File: src/include/retire_cfg.svh
// Retire slice configuration
`ifndef RETIRE_CFG_SVH
`define RETIRE_CFG_SVH

// Datapath widths
`define XLEN 32
`define PLEN 32

// Reorder buffer sizing
`define ROB_DEPTH 16

// Retire slots and branch limit per cycle
`define COMMIT_WIDTH 2
`define MAX_COMMIT_BR 1

// Exception cause for an undefined opcode
`define ECAUSE_ILLEGAL 5'd2

`endif
File: src/design/retire_pkg.sv
// Retire slice types
`include "retire_cfg.svh"

package retire_pkg;

  // Major opcode in instruction bits 31:28, all other values illegal
  typedef enum logic [3:0] {
    OP_ADDI = 4'h1,
    OP_ANDI = 4'h2,
    OP_XORI = 4'h3,
    OP_BNEZ = 4'h4
  } opcode_e;

  typedef enum logic [1:0] {
    FU_ALU,
    FU_BRANCH,
    FU_NONE
  } fu_e;

  typedef logic [$clog2(`ROB_DEPTH)-1:0] rob_idx_t;

  // Decoded op handed from decoder to execute and reorder buffer
  typedef struct packed {
    fu_e              fu;
    opcode_e          opcode;
    logic [4:0]       rd;
    logic             has_rd;
    logic [`XLEN-1:0] rs1_val;
    logic [`XLEN-1:0] imm;
    logic [`PLEN-1:0] pc;
    logic             illegal;
  } dec_op_t;

endpackage

File: src/design/instr_decoder.sv
// Instruction decoder and hazard stall
`timescale 1ns/1ps
`include "retire_cfg.svh"

module instr_decoder
  import retire_pkg::*;
(
  input  logic                                clk_i,
  input  logic                                rst_ni,
  input  logic                                instr_valid_i,
  input  logic [31:0]                         instr_i,
  input  logic [`PLEN-1:0]                    pc_i,
  output logic                                instr_ready_o,
  input  logic                                rob_full_i,
  input  logic                                flush_i,
  input  logic [`COMMIT_WIDTH-1:0]            commit_valid_i,
  input  logic [`COMMIT_WIDTH-1:0][4:0]       commit_rd_i,
  input  logic [`COMMIT_WIDTH-1:0]            commit_we_i,
  output logic [4:0]                          rs1_addr_o,
  input  logic [`XLEN-1:0]                    rs1_data_i,
  output logic                                dispatch_valid_o,
  output dec_op_t                             dec_op_o
);

  // Enough to count every in-flight writer of one register
  localparam int unsigned BW = $clog2(`ROB_DEPTH + 1);

  logic [31:0][BW-1:0] busy_q, busy_d;
  logic                rs1_busy;

  // ===================================================================
  // Field decode
  // ===================================================================
  assign rs1_addr_o = instr_i[22:18];

  always_comb begin
    dec_op_o         = '0;
    dec_op_o.opcode  = opcode_e'(instr_i[31:28]);
    dec_op_o.rd      = instr_i[27:23];
    dec_op_o.rs1_val = rs1_data_i;
    dec_op_o.imm     = {{(`XLEN-18){instr_i[17]}}, instr_i[17:0]};
    dec_op_o.pc      = pc_i;
    case (dec_op_o.opcode)
      OP_ADDI, OP_ANDI, OP_XORI: begin
        dec_op_o.fu     = FU_ALU;
        dec_op_o.has_rd = 1'b1;
      end
      OP_BNEZ: begin
        dec_op_o.fu = FU_BRANCH;
      end
      default: begin
        dec_op_o.fu      = FU_NONE;
        dec_op_o.illegal = 1'b1;
      end
    endcase
  end

  // ===================================================================
  // Read-after-write stall
  // ===================================================================
  assign rs1_busy = (rs1_addr_o != 5'd0) && (busy_q[rs1_addr_o] != '0);

  assign instr_ready_o    = !rob_full_i && !flush_i && !rs1_busy;
  assign dispatch_valid_o = instr_valid_i && instr_ready_o;

  // One more writer on dispatch, one less per committing slot
  always_comb begin
    busy_d = busy_q;
    for (int r = 1; r < 32; r++) begin
      if (dispatch_valid_o && dec_op_o.has_rd && dec_op_o.rd == 5'(r)) begin
        busy_d[r] = busy_d[r] + 1'b1;
      end
      for (int s = 0; s < `COMMIT_WIDTH; s++) begin
        if (commit_valid_i[s] && commit_we_i[s] && commit_rd_i[s] == 5'(r)) begin
          busy_d[r] = busy_d[r] - 1'b1;
        end
      end
    end
  end

  always_ff @(posedge clk_i or negedge rst_ni) begin
    if (!rst_ni) begin
      busy_q <= '0;
    end else if (flush_i) begin
      busy_q <= '0;
    end else begin
      busy_q <= busy_d;
    end
  end

endmodule

File: config.mk
export PLATFORM = sky130hd
export DESIGN_NAME = instr_decoder
export DESIGN_NICKNAME = d
export VERILOG_FILES = /design/src/design/retire_pkg.sv /design/src/design/instr_decoder.sv
export VERILOG_INCLUDE_DIRS = /design/src /design/src/include
export SDC_FILE = /design/constraint.sdc
export NUM_CORES = 1
export LEC_CHECK = 0
export ABC_AREA = 1
export BUFFER_PORTS_ARGS = -buffer_cell sky130_fd_sc_hd__buf_4
export CELL_PAD_IN_SITES_DETAIL_PLACEMENT = 1
export CELL_PAD_IN_SITES_GLOBAL_PLACEMENT = 2
export CORE_MARGIN = 2
export CORE_UTILIZATION = 25
export DETAILED_ROUTE_END_ITERATION = 12
export PLACE_DENSITY = 0.7
export SKIP_LAST_GASP = 1
export SLEW_MARGIN = 20
export SYNTH_ARGS = -nofsm -noshare
export SYNTH_HDL_FRONTEND = slang
export SYNTH_SLANG_ARGS = --single-unit
File: constraint.sdc
create_clock -name clk_i -period 9.5 [get_ports clk_i]
set_input_delay 0.95 -clock clk_i [delete_from_list [all_inputs] [get_ports clk_i]]
set_output_delay 0.95 -clock clk_i [all_outputs]
set_load 0.01 [all_outputs]
**Word level (Yosys, flattened, before mapping)**

Index checks and enable logic that the tools add are counted.

- Add/subtract/negate cells: 93
- $mul: 0
- Divide/modulo/power cells: 0
- $lt $le $gt $ge: 1
- Eq/ne operators: 97
- Shift operators: 0
- Mux-type cells: 99
- Bitwise operators: 0
- Reductions and logical operators: 107

Operators by type and width:

| cell | number |
|---|---|
| two-way mux 5 bit | 94 |
| subtractor 5 x 1 -> 5 bit (second input constant) | 62 |
| equality test 5 bit (second input constant) | 48 |
| two-way mux 160 bit | 1 |
| adder 5 x 1 -> 5 bit (second input constant) | 31 |
| equality test 5 x 4 -> 1 bit (second input constant) | 24 |
| logical AND 1 bit | 100 |
| equality test 5 x 3 -> 1 bit (second input constant) | 12 |
| equality test 5 x 2 -> 1 bit (second input constant) | 6 |
| binary-select mux 5 bit (select 5 bit) | 1 |
| equality test 5 x 1 -> 1 bit (second input constant) | 3 |
| nonzero test 5 bit | 2 |
| equality test 4 x 2 -> 1 bit (second input constant) | 2 |
| < comparator 5 x 6 -> 1 bit (second input constant) | 1 |
| equality test 4 x 1 -> 1 bit (second input constant) | 1 |
| equality test 4 x 3 -> 1 bit (second input constant) | 1 |
| case mux 2 bit (2 select lines) | 1 |
| OR reduction 4 bit | 1 |
| zero test 1 bit | 3 |
| OR reduction 3 bit | 1 |
| two-way mux 1 bit | 2 |

- Flip-flop bits (word level): 155
- Bits in latches: 0
- RAM bits: 0
- ROM bits: 0
- Input port bits: 115
- Output and inout port bits: 116
- Memories kept: 0

**Longest topological paths before layout**

Gate-level depths: netlist (run 1).

- Depth after elaboration: 15
- Gate-level depth with buffers: 30

**Least setup slack after synthesis (run 1)**

No wires, ideal clock.

- Path kind: input to register
- Start: in instr_i[18]
- End: reg busy_q[69] (netlist bit)
- Arrival time: 3661 ps
- Data required time: 9383 ps
- Path slack: 5722 ps
- Cell stages on the path: 26
- Path buffers: 3
- Cell sequence: buf_4 -> inv_4 -> buf_6 -> nor2_1 -> nand3_1 -> nand2_1 -> nand2_1 -> nand3_1 -> nand3_1 -> nand3_1 -> nand2_1 -> nor2_2 -> buf_4 -> nand4_2 -> nand2_1 -> nand2_1 -> ha_1 -> or2_2 -> a21boi_1 -> ha_1 -> nand2_1 -> nor2_1 -> nand3_1 -> nand2_1 -> nand2_1 -> nor2_1

- Cells in the longest elaborated chain, start to end: 15
- Elaborated cells on any way between the ends: 16
- Those cells by class: 2 x add/sub; 6 x mux; 8 x reduce/logical

Ends and longest elaborated chain:

| item | RTL line | text |
|---|---|---|
| from (decl) | instr_decoder.sv:11 | `input logic [31:0] instr_i,` |
| binary-select mux 5 bit (select 5 bit) | instr_decoder.sv:61 | `assign rs1_busy = (rs1_addr_o != 5'd0) && (busy_q[rs1_addr_o] != '0);` |
| two-way mux 5 bit (implied by the code) | instr_decoder.sv:61 |  |
| nonzero test 5 bit | instr_decoder.sv:61 |  |
| logical AND 1 bit (*) | instr_decoder.sv:61 |  |
| zero test 1 bit (*) | instr_decoder.sv:63 | `assign instr_ready_o = !rob_full_i && !flush_i && !rs1_busy;` |
| logical AND 1 bit (*) | instr_decoder.sv:63 |  |
| named net instr_ready_o | instr_decoder.sv:13 | `output logic instr_ready_o,` |
| logical AND 1 bit (*) | instr_decoder.sv:64 | `assign dispatch_valid_o = instr_valid_i && instr_ready_o;` |
| logical AND 1 bit (*) (2 in a row) | instr_decoder.sv:70 | `if (dispatch_valid_o && dec_op_o.has_rd && dec_op_o.rd == 5'(r)) begin` |
| two-way mux 5 bit (*) | instr_decoder.sv:70 |  |
| subtractor 5 x 1 -> 5 bit | instr_decoder.sv:75 | `busy_d[r] = busy_d[r] - 1'b1;` |
| two-way mux 5 bit (*) | instr_decoder.sv:74 | `if (commit_valid_i[s] && commit_we_i[s] && commit_rd_i[s] == 5'(r)) begin` |
| subtractor 5 x 1 -> 5 bit | instr_decoder.sv:75 |  |
| two-way mux 5 bit (*) | instr_decoder.sv:74 |  |
| two-way mux 160 bit (*) | instr_decoder.sv:84 | `end else if (flush_i) begin` |
| to (signal assigned) | instr_decoder.sv:87 | `busy_q <= busy_d;` |
| to (decl) | instr_decoder.sv:28 | `logic [31:0][BW-1:0] busy_q, busy_d;` |

The timed path passes the listed nets; every way through them passes the cells marked *. The select of a mux whose other input is x is not followed.

**Worst setup path in the final report (run 1)**

- Start: in instr_i[18]
- End: reg busy_q[124] (netlist bit)

- Cells in the longest elaborated chain, start to end: 15
- Elaborated cells on any way between the ends: 16
- Those cells by class: 2 x add/sub; 6 x mux; 8 x reduce/logical

Ends and longest elaborated chain:

| item | RTL line |
|---|---|
| binary-select mux 5 bit (select 5 bit) | instr_decoder.sv:61 |
| two-way mux 5 bit (implied by the code) | instr_decoder.sv:61 |
| nonzero test 5 bit | instr_decoder.sv:61 |
| logical AND 1 bit (*) | instr_decoder.sv:61 |
| zero test 1 bit (*) | instr_decoder.sv:63 |
| logical AND 1 bit (*) | instr_decoder.sv:63 |
| logical AND 1 bit (*) | instr_decoder.sv:64 |
| logical AND 1 bit (*) (2 in a row) | instr_decoder.sv:70 |
| two-way mux 5 bit (*) | instr_decoder.sv:70 |
| subtractor 5 x 1 -> 5 bit | instr_decoder.sv:75 |
| two-way mux 5 bit (*) | instr_decoder.sv:74 |
| subtractor 5 x 1 -> 5 bit | instr_decoder.sv:75 |
| two-way mux 5 bit (*) | instr_decoder.sv:74 |
| two-way mux 160 bit (*) | instr_decoder.sv:84 |

Every way passes the cells marked *; elsewhere a longest branch is shown, timed or not. The select of a mux whose other input is x is not followed.

==> reports/results.txt, run 1 <==
WP data required = 9.92 ns
Initial antenna violation count = 0
Final-report hold violation count = 0
Worst Hold Class = primary input to asynchronous set/reset pin
Worst path slowest cell = buf_4
Worst Setup End Kind = register
Fin cells = 4179
Family with the most delay on the worst path = simple AND/OR/NAND/NOR gates
Via count = 19.6k
H-tree depth = 4
Sequential cell fraction of total power = 40.2%
Switching power total = 0.562 mW
Most frequent cells in the layout = nand2_1 (954), inv_1 (535), nor2_1 (472), nand3_1 (331), dfrtp_1 (155)
Max Clk Rate = 0.203 GHz
IO buf count = 52
Ys Warns = 0
Comb power frac = 16.1%
CTS tree = yes
Drt pass-1 iters = 5
Dpl hpwl = 52300 um
All-Layer GR Usage = 18.0%
Max reg flops = 155
Hold Slack = 0.374 ns
Ant. Diodes = 0
Slew Limit Fails = 0
Synth top area cells = dfrtp_1 (20%), nand2_1 (19%), inv_1 (11%), nor2_1 (9.3%), nand3_1 (8.7%)
Core Area = 75600 um^2
Worst-Margin Slew = 1.03 ns
Grt ovf = 0
Pleak = 10.8 nW
Post-CTS Setup Bufs = 0
Crit Path Max Fanout = 68
Final WS setup = 4.56 ns
Outcome = complete, no violations
Int Power = 1.13 mW
Cell area after synthesis = 19000 um^2
Number of synthesized register bits = 155
CTS buffer count = 17
Share of the synthesized area in the top cell type = 20.4%
Register area share after synthesis = 20.4%
Synth Area per Inst = 5.75 um^2
Largest net degree at the start of global routing = 83
Cell mode on critical path = nand2_1
Clk pwr share = 43.7%
WP buf/inv = 4
Tmin final = 4.94 ns
DP Worst Slack = 4.07 ns
Critical path class = primary input to register
Vias in the first global route = 19.5k
Post-synth top area cell = dfrtp_1
WL final = 68800 um
Nets = 3396
Mapped Cells = 3301
Ports = 231
Setup Total Neg Slack = 0 ns
Worst setup SP type = primary input
Crit path largest cell delay = 0.68 ns
Power per cell area = 84.8 nW/um^2
Clock insertion delay at the later pin of the skew report = 0.50 ns
Drt drc = 0
First DRT Iteration DRCs = 1014
Fin util = 26.5%
Critical path data arrival time = 5.36 ns
Cells after DPL = 4147
Worst Clk Skew = 0.0135 ns
Largest regs = busy_q x155
Final setup vio count = 0
Routed Antenna Nets = 0
Relative slew slack = 31.4%
Period utilization = 52.0%
Reg clk slew, reported paths = 0.07 ns
Clock Path Buffers = 2
RePlAce Congestion = 0.839
RSZ-0062 raised after global routing = no
Width of the die = 280 um
Hold buffer count at CTS = 0
Multi-input gate area = 11800 um^2
Clk sinks = 155
Netlist cell types = 34
Sw frac = 33.1%
Cts repair resizes = 0
Vias per inst = 4.68
Proportion of layout cells with a drive suffix above 1 = 4.25%
Max-Cap Viols = 0
Final-layout fill cell count = 9949
Starting density of the core = 25.1%
Commonest non-fill, non-tap cell in the layout = nand2_1
Die Area = 78200 um^2
Maximum VDD drop = 0.104 mV
Area growth, synth to finish = 5.40%
Mapped Nets = 3509
Site Rows = 101
Die height = 280 um
Register area = 3880 um^2
CTS root buf = clkbuf_16
Biggest register = busy_q
First-pass GRT wire length = 110000 um
WL/cell = 16.5 um
synth_stat cells, drive strengths merged:
master and number:
ha 93, a21boi 2, or2 2, inv 539, clkinv 3, nand2 955
nand3b 33, xor2 93, nor3 14, a31oi 1, o21ai 144, nor2 477
buf 143, a21oi 64, nor3b 19, nand3 347, nand4 150, clkbuf 56
and2 11, dfrtp 155
cell families (layout without fill, tap and decap cells):
group | Yosys count | in the layout | share of synthesized area (%)
adder cells (fa/ha/maj) | 93 | 93 | 6.13
buffers and inverters | 741 | 641 | 17.5
flip-flops | 155 | 155 | 20.4
XOR/XNOR | 93 | 93 | 4.29
AND/OR/NAND/NOR | 2008 | 2008 | 45.9
AO/OA/AOI/OAI | 211 | 211 | 5.71
worst register-to-register path, cell delays in order (launching register included):
cell and delay [ns]:
dfrtp_1 0.48, o21ai_0 0.60, nand3_1 0.14, nand2_1 0.10
nand3_1 0.07, nand3_1 0.08, nand2_1 0.06, nand2_1 0.07
nand3_2 0.11, nor2_8 0.31, buf_4 0.68, nand4_1 0.25
nand2_1 0.17, inv_1 0.05, ha_1 0.26, nand2_1 0.04
o21ai_1 0.17, ha_1 0.19, nand2_1 0.06, nor2_1 0.15
nand3_1 0.11, nand2_1 0.07, nand2_1 0.04, nor2_1 0.13
metrics by stage:
stage	instance area (um^2)	total power [mW]
4_1_cts	20000	1.73
3_5_place_dp	19400	0.971
6_report	20000	1.70
2_1_floorplan	19000	0.894
5_1_grt	20000	1.78
3_3_place_gp	19400	0.969
final cells by class:
type | count | share of cell area, %
Clock inverter | 12 | 0.606
Tap cell | 978 | 6.11
Multi-Input combinational cell | 2405 | 58.9
Inverter | 542 | 10.2
Clock buffer | 20 | 2.28
Timing Repair Buffer | 67 | 2.54
Sequential cell | 155 | 19.4
path summary, 6_finish.rpt:
check,depth (start not counted),slack (ns),to,start
setup / recovery,25,4.56,busy_q[124]$_DFF_PN0_,instr_i[18]
hold / removal,1,0.37,busy_q[103]$_DFF_PN0_,rst_ni
setup reg to reg,23,4.99,busy_q[124]$_DFF_PN0_,busy_q[32]$_DFF_PN0_
hold reg to reg,5,0.82,busy_q[59]$_DFF_PN0_,busy_q[59]$_DFF_PN0_
max in group asynchronous,3,7.05,busy_q[30]$_DFF_PN0_,rst_ni
min in group clk_i,2,0.76,busy_q[125]$_DFF_PN0_,flush_i
power by group through the flow:
stage          Sequential (mW)  Combinational [mW]  Clock [mW]
3_5_place_dp             0.695               0.275           0
4_1_cts                  0.682               0.276       0.771
5_1_grt                  0.684               0.307       0.786
6_report                 0.682               0.273       0.742
3_3_place_gp             0.695               0.274           0
2_1_floorplan            0.689               0.205           0
layer usage:
metal / global-route usage, % / routed length, um / vias up / share of wire, %
li1: - / - / 10000 / -
met1: 25.0 / 34400 / 9221 / 50
met2: 28.6 / 30500 / 236 / 44
met3: 3.09 / 2550 / 64 / 3.7
met4: 4.94 / 1370 / 0 / 2.0
met5: 0 / 0 / - / 0
Power figures use the tool's default switching activity.
==> run 2, diff against run 1 <==
- clock period: 9.5 -> 4.65 ns (I/O delays scaled with it)
==> reports/results.txt, run 2 (synthesized netlist as in run 1, its figures left out) <==
Site Rows = 101
Power per cell area = 182 nW/um^2
Starting density of the core = 25.1%
Reg clk slew, reported paths = 0.08 ns
Via count = 19.7k
Worst setup SP type = register
Largest regs = busy_q x155
Clk sinks = 155
Nets = 3406
Commonest non-fill, non-tap cell in the layout = nand2_1
Hold buffer count at CTS = 0
Final setup vio count = 0
Cts repair resizes = 0
Pwr Total = 3.70 mW
Tmin final = 3.81 ns
Max reg flops = 155
WL final = 68700 um
CTS tree = yes
Area growth, synth to finish = 6.73%
CTS buffer count = 17
Family with the most delay on the worst path = simple AND/OR/NAND/NOR gates
Relative slew slack = 29.1%
Routed Antenna Nets = 0
Setup Total Neg Slack = 0 ns
WL/cell = 16.4 um
Outcome = complete, no violations
Ant. Diodes = 0
Most frequent cells in the layout = nand2_1 (954), inv_1 (535), nor2_1 (472), nand3_1 (331), dfrtp_1 (155)
All-Layer GR Usage = 17.9%
Pleak = 10.9 nW
Final WS setup = 0.841 ns
CTS root buf = clkbuf_16
Initial antenna violation count = 0
WP buf/inv = 3
Final-layout fill cell count = 9856
Max Clk Rate = 0.263 GHz
WP data required = 5.09 ns
Critical path data arrival time = 4.25 ns
Clock insertion delay at the later pin of the skew report = 0.51 ns
First DRT Iteration DRCs = 1039
Vias per inst = 4.70
Hold Slack = 0.00801 ns
Vias in the first global route = 19.8k
Critical path class = register to register
DP Worst Slack = 0.378 ns
Crit path largest cell delay = 0.44 ns
RSZ-0062 raised after global routing = no
Worst Clk Skew = 0.0185 ns
Die height = 280 um
Period utilization = 81.9%
Width of the die = 280 um
Drt drc = 0
Proportion of layout cells with a drive suffix above 1 = 4.55%
Worst path slowest cell = dfrtp_1
Die Area = 78200 um^2
Dpl hpwl = 53000 um
RePlAce Congestion = 0.856
Clock Path Buffers = 2
First-pass GRT wire length = 109000 um
Largest net degree at the start of global routing = 71
Slew Limit Fails = 0
Cell mode on critical path = nand2_1
Final-report hold violation count = 0
Crit Path Max Fanout = 53
Ports = 231
H-tree depth = 4
Post-CTS Setup Bufs = 0
Max-Cap Viols = 0
Worst Hold Class = primary input to asynchronous set/reset pin
Core Area = 75600 um^2
Worst-Margin Slew = 1.06 ns
Drt pass-1 iters = 5
Biggest register = busy_q
Maximum VDD drop = 0.211 mV
Grt ovf = 0
Worst Setup End Kind = register
IO buf count = 52
[run 2: changes by cell type in the layout (fill, tap and decap cells not counted)]
cell	change
inv_6	+2
clkinvlp_4	-1
clkbuf_8	-2
buf_4	+3
clkinv_2	-4
clkinv_4	+1
bufinv_16	+4
buf_12	+7
[run 2: power breakdown]
| part | leakage [nW] | total (mW) | internal (mW) | switching, mW |
|---|---|---|---|---|
| registers | 2.16 | 1.39 | 1.37 | 0.0283 |
| clock network | 0.321 | 1.73 | 1.01 | 0.726 |
| logic | 8.39 | 0.568 | 0.152 | 0.416 |
| total | 10.9 | 3.70 | 2.53 | 1.17 |
[run 2: final timing paths]
| path | startpoint | end | slack, ns | cells past startpoint |
|---|---|---|---|---|
| max | busy_q[75]$_DFF_PN0_ | busy_q[124]$_DFF_PN0_ | 0.84 | 25 |
| min in group clk_i | flush_i | busy_q[127]$_DFF_PN0_ | 0.35 | 2 |
| min reg2reg | busy_q[49]$_DFF_PN0_ | busy_q[49]$_DFF_PN0_ | 0.83 | 5 |
| min | rst_ni | busy_q[108]$_DFF_PN0_ | 0.008 | 1 |
| max reg2reg | busy_q[75]$_DFF_PN0_ | busy_q[124]$_DFF_PN0_ | 0.84 | 25 |
| max in group asynchronous | rst_ni | busy_q[147]$_DFF_PN0_ | 3.61 | 2 |
[run 2: worst reg2reg max path: cells and delay by family (launching register included)]
family,cells,cell delay (ns)
AO/OA/AOI/OAI,2,0.25
adder cells (fa/ha/maj),2,0.44
buffers and inverters,3,0.36
flip-flops,1,0.44
AND/OR/NAND/NOR,18,2.26
[run 2: final cells by class]
class / count / area (um^2) / share of cell area, %
clock buffers: 18 / 429 / 2.12
repair buffers: 77 / 672 / 3.31
multi-input cells: 2405 / 11800 / 58.1
inverters: 542 / 2040 / 10.1
flip-flops and latches: 155 / 3880 / 19.1
clock inverters: 14 / 240 / 1.19
well taps: 978 / 1220 / 6.04
[run 2: stage by stage]
stage | std cells | area (um^2) | utilization (%)
2_1_floorplan | 3301 | 19000 | -
3_3_place_gp | 4157 | 19600 | 25.9
3_5_place_dp | 4157 | 19600 | 25.9
4_1_cts | 4189 | 20300 | 26.8
5_1_grt | 4189 | 20300 | 26.8
6_report | 4189 | 20300 | 26.8
[run 2: layer usage]
metal  global-route usage, %  vias up  wire length, um
li1                        -    10100                -
met3                    2.81       62             2380
met5                       0        -                0
met4                    5.46        0             1460
met1                    24.5     9373            34300
met2                    28.9      208            30600
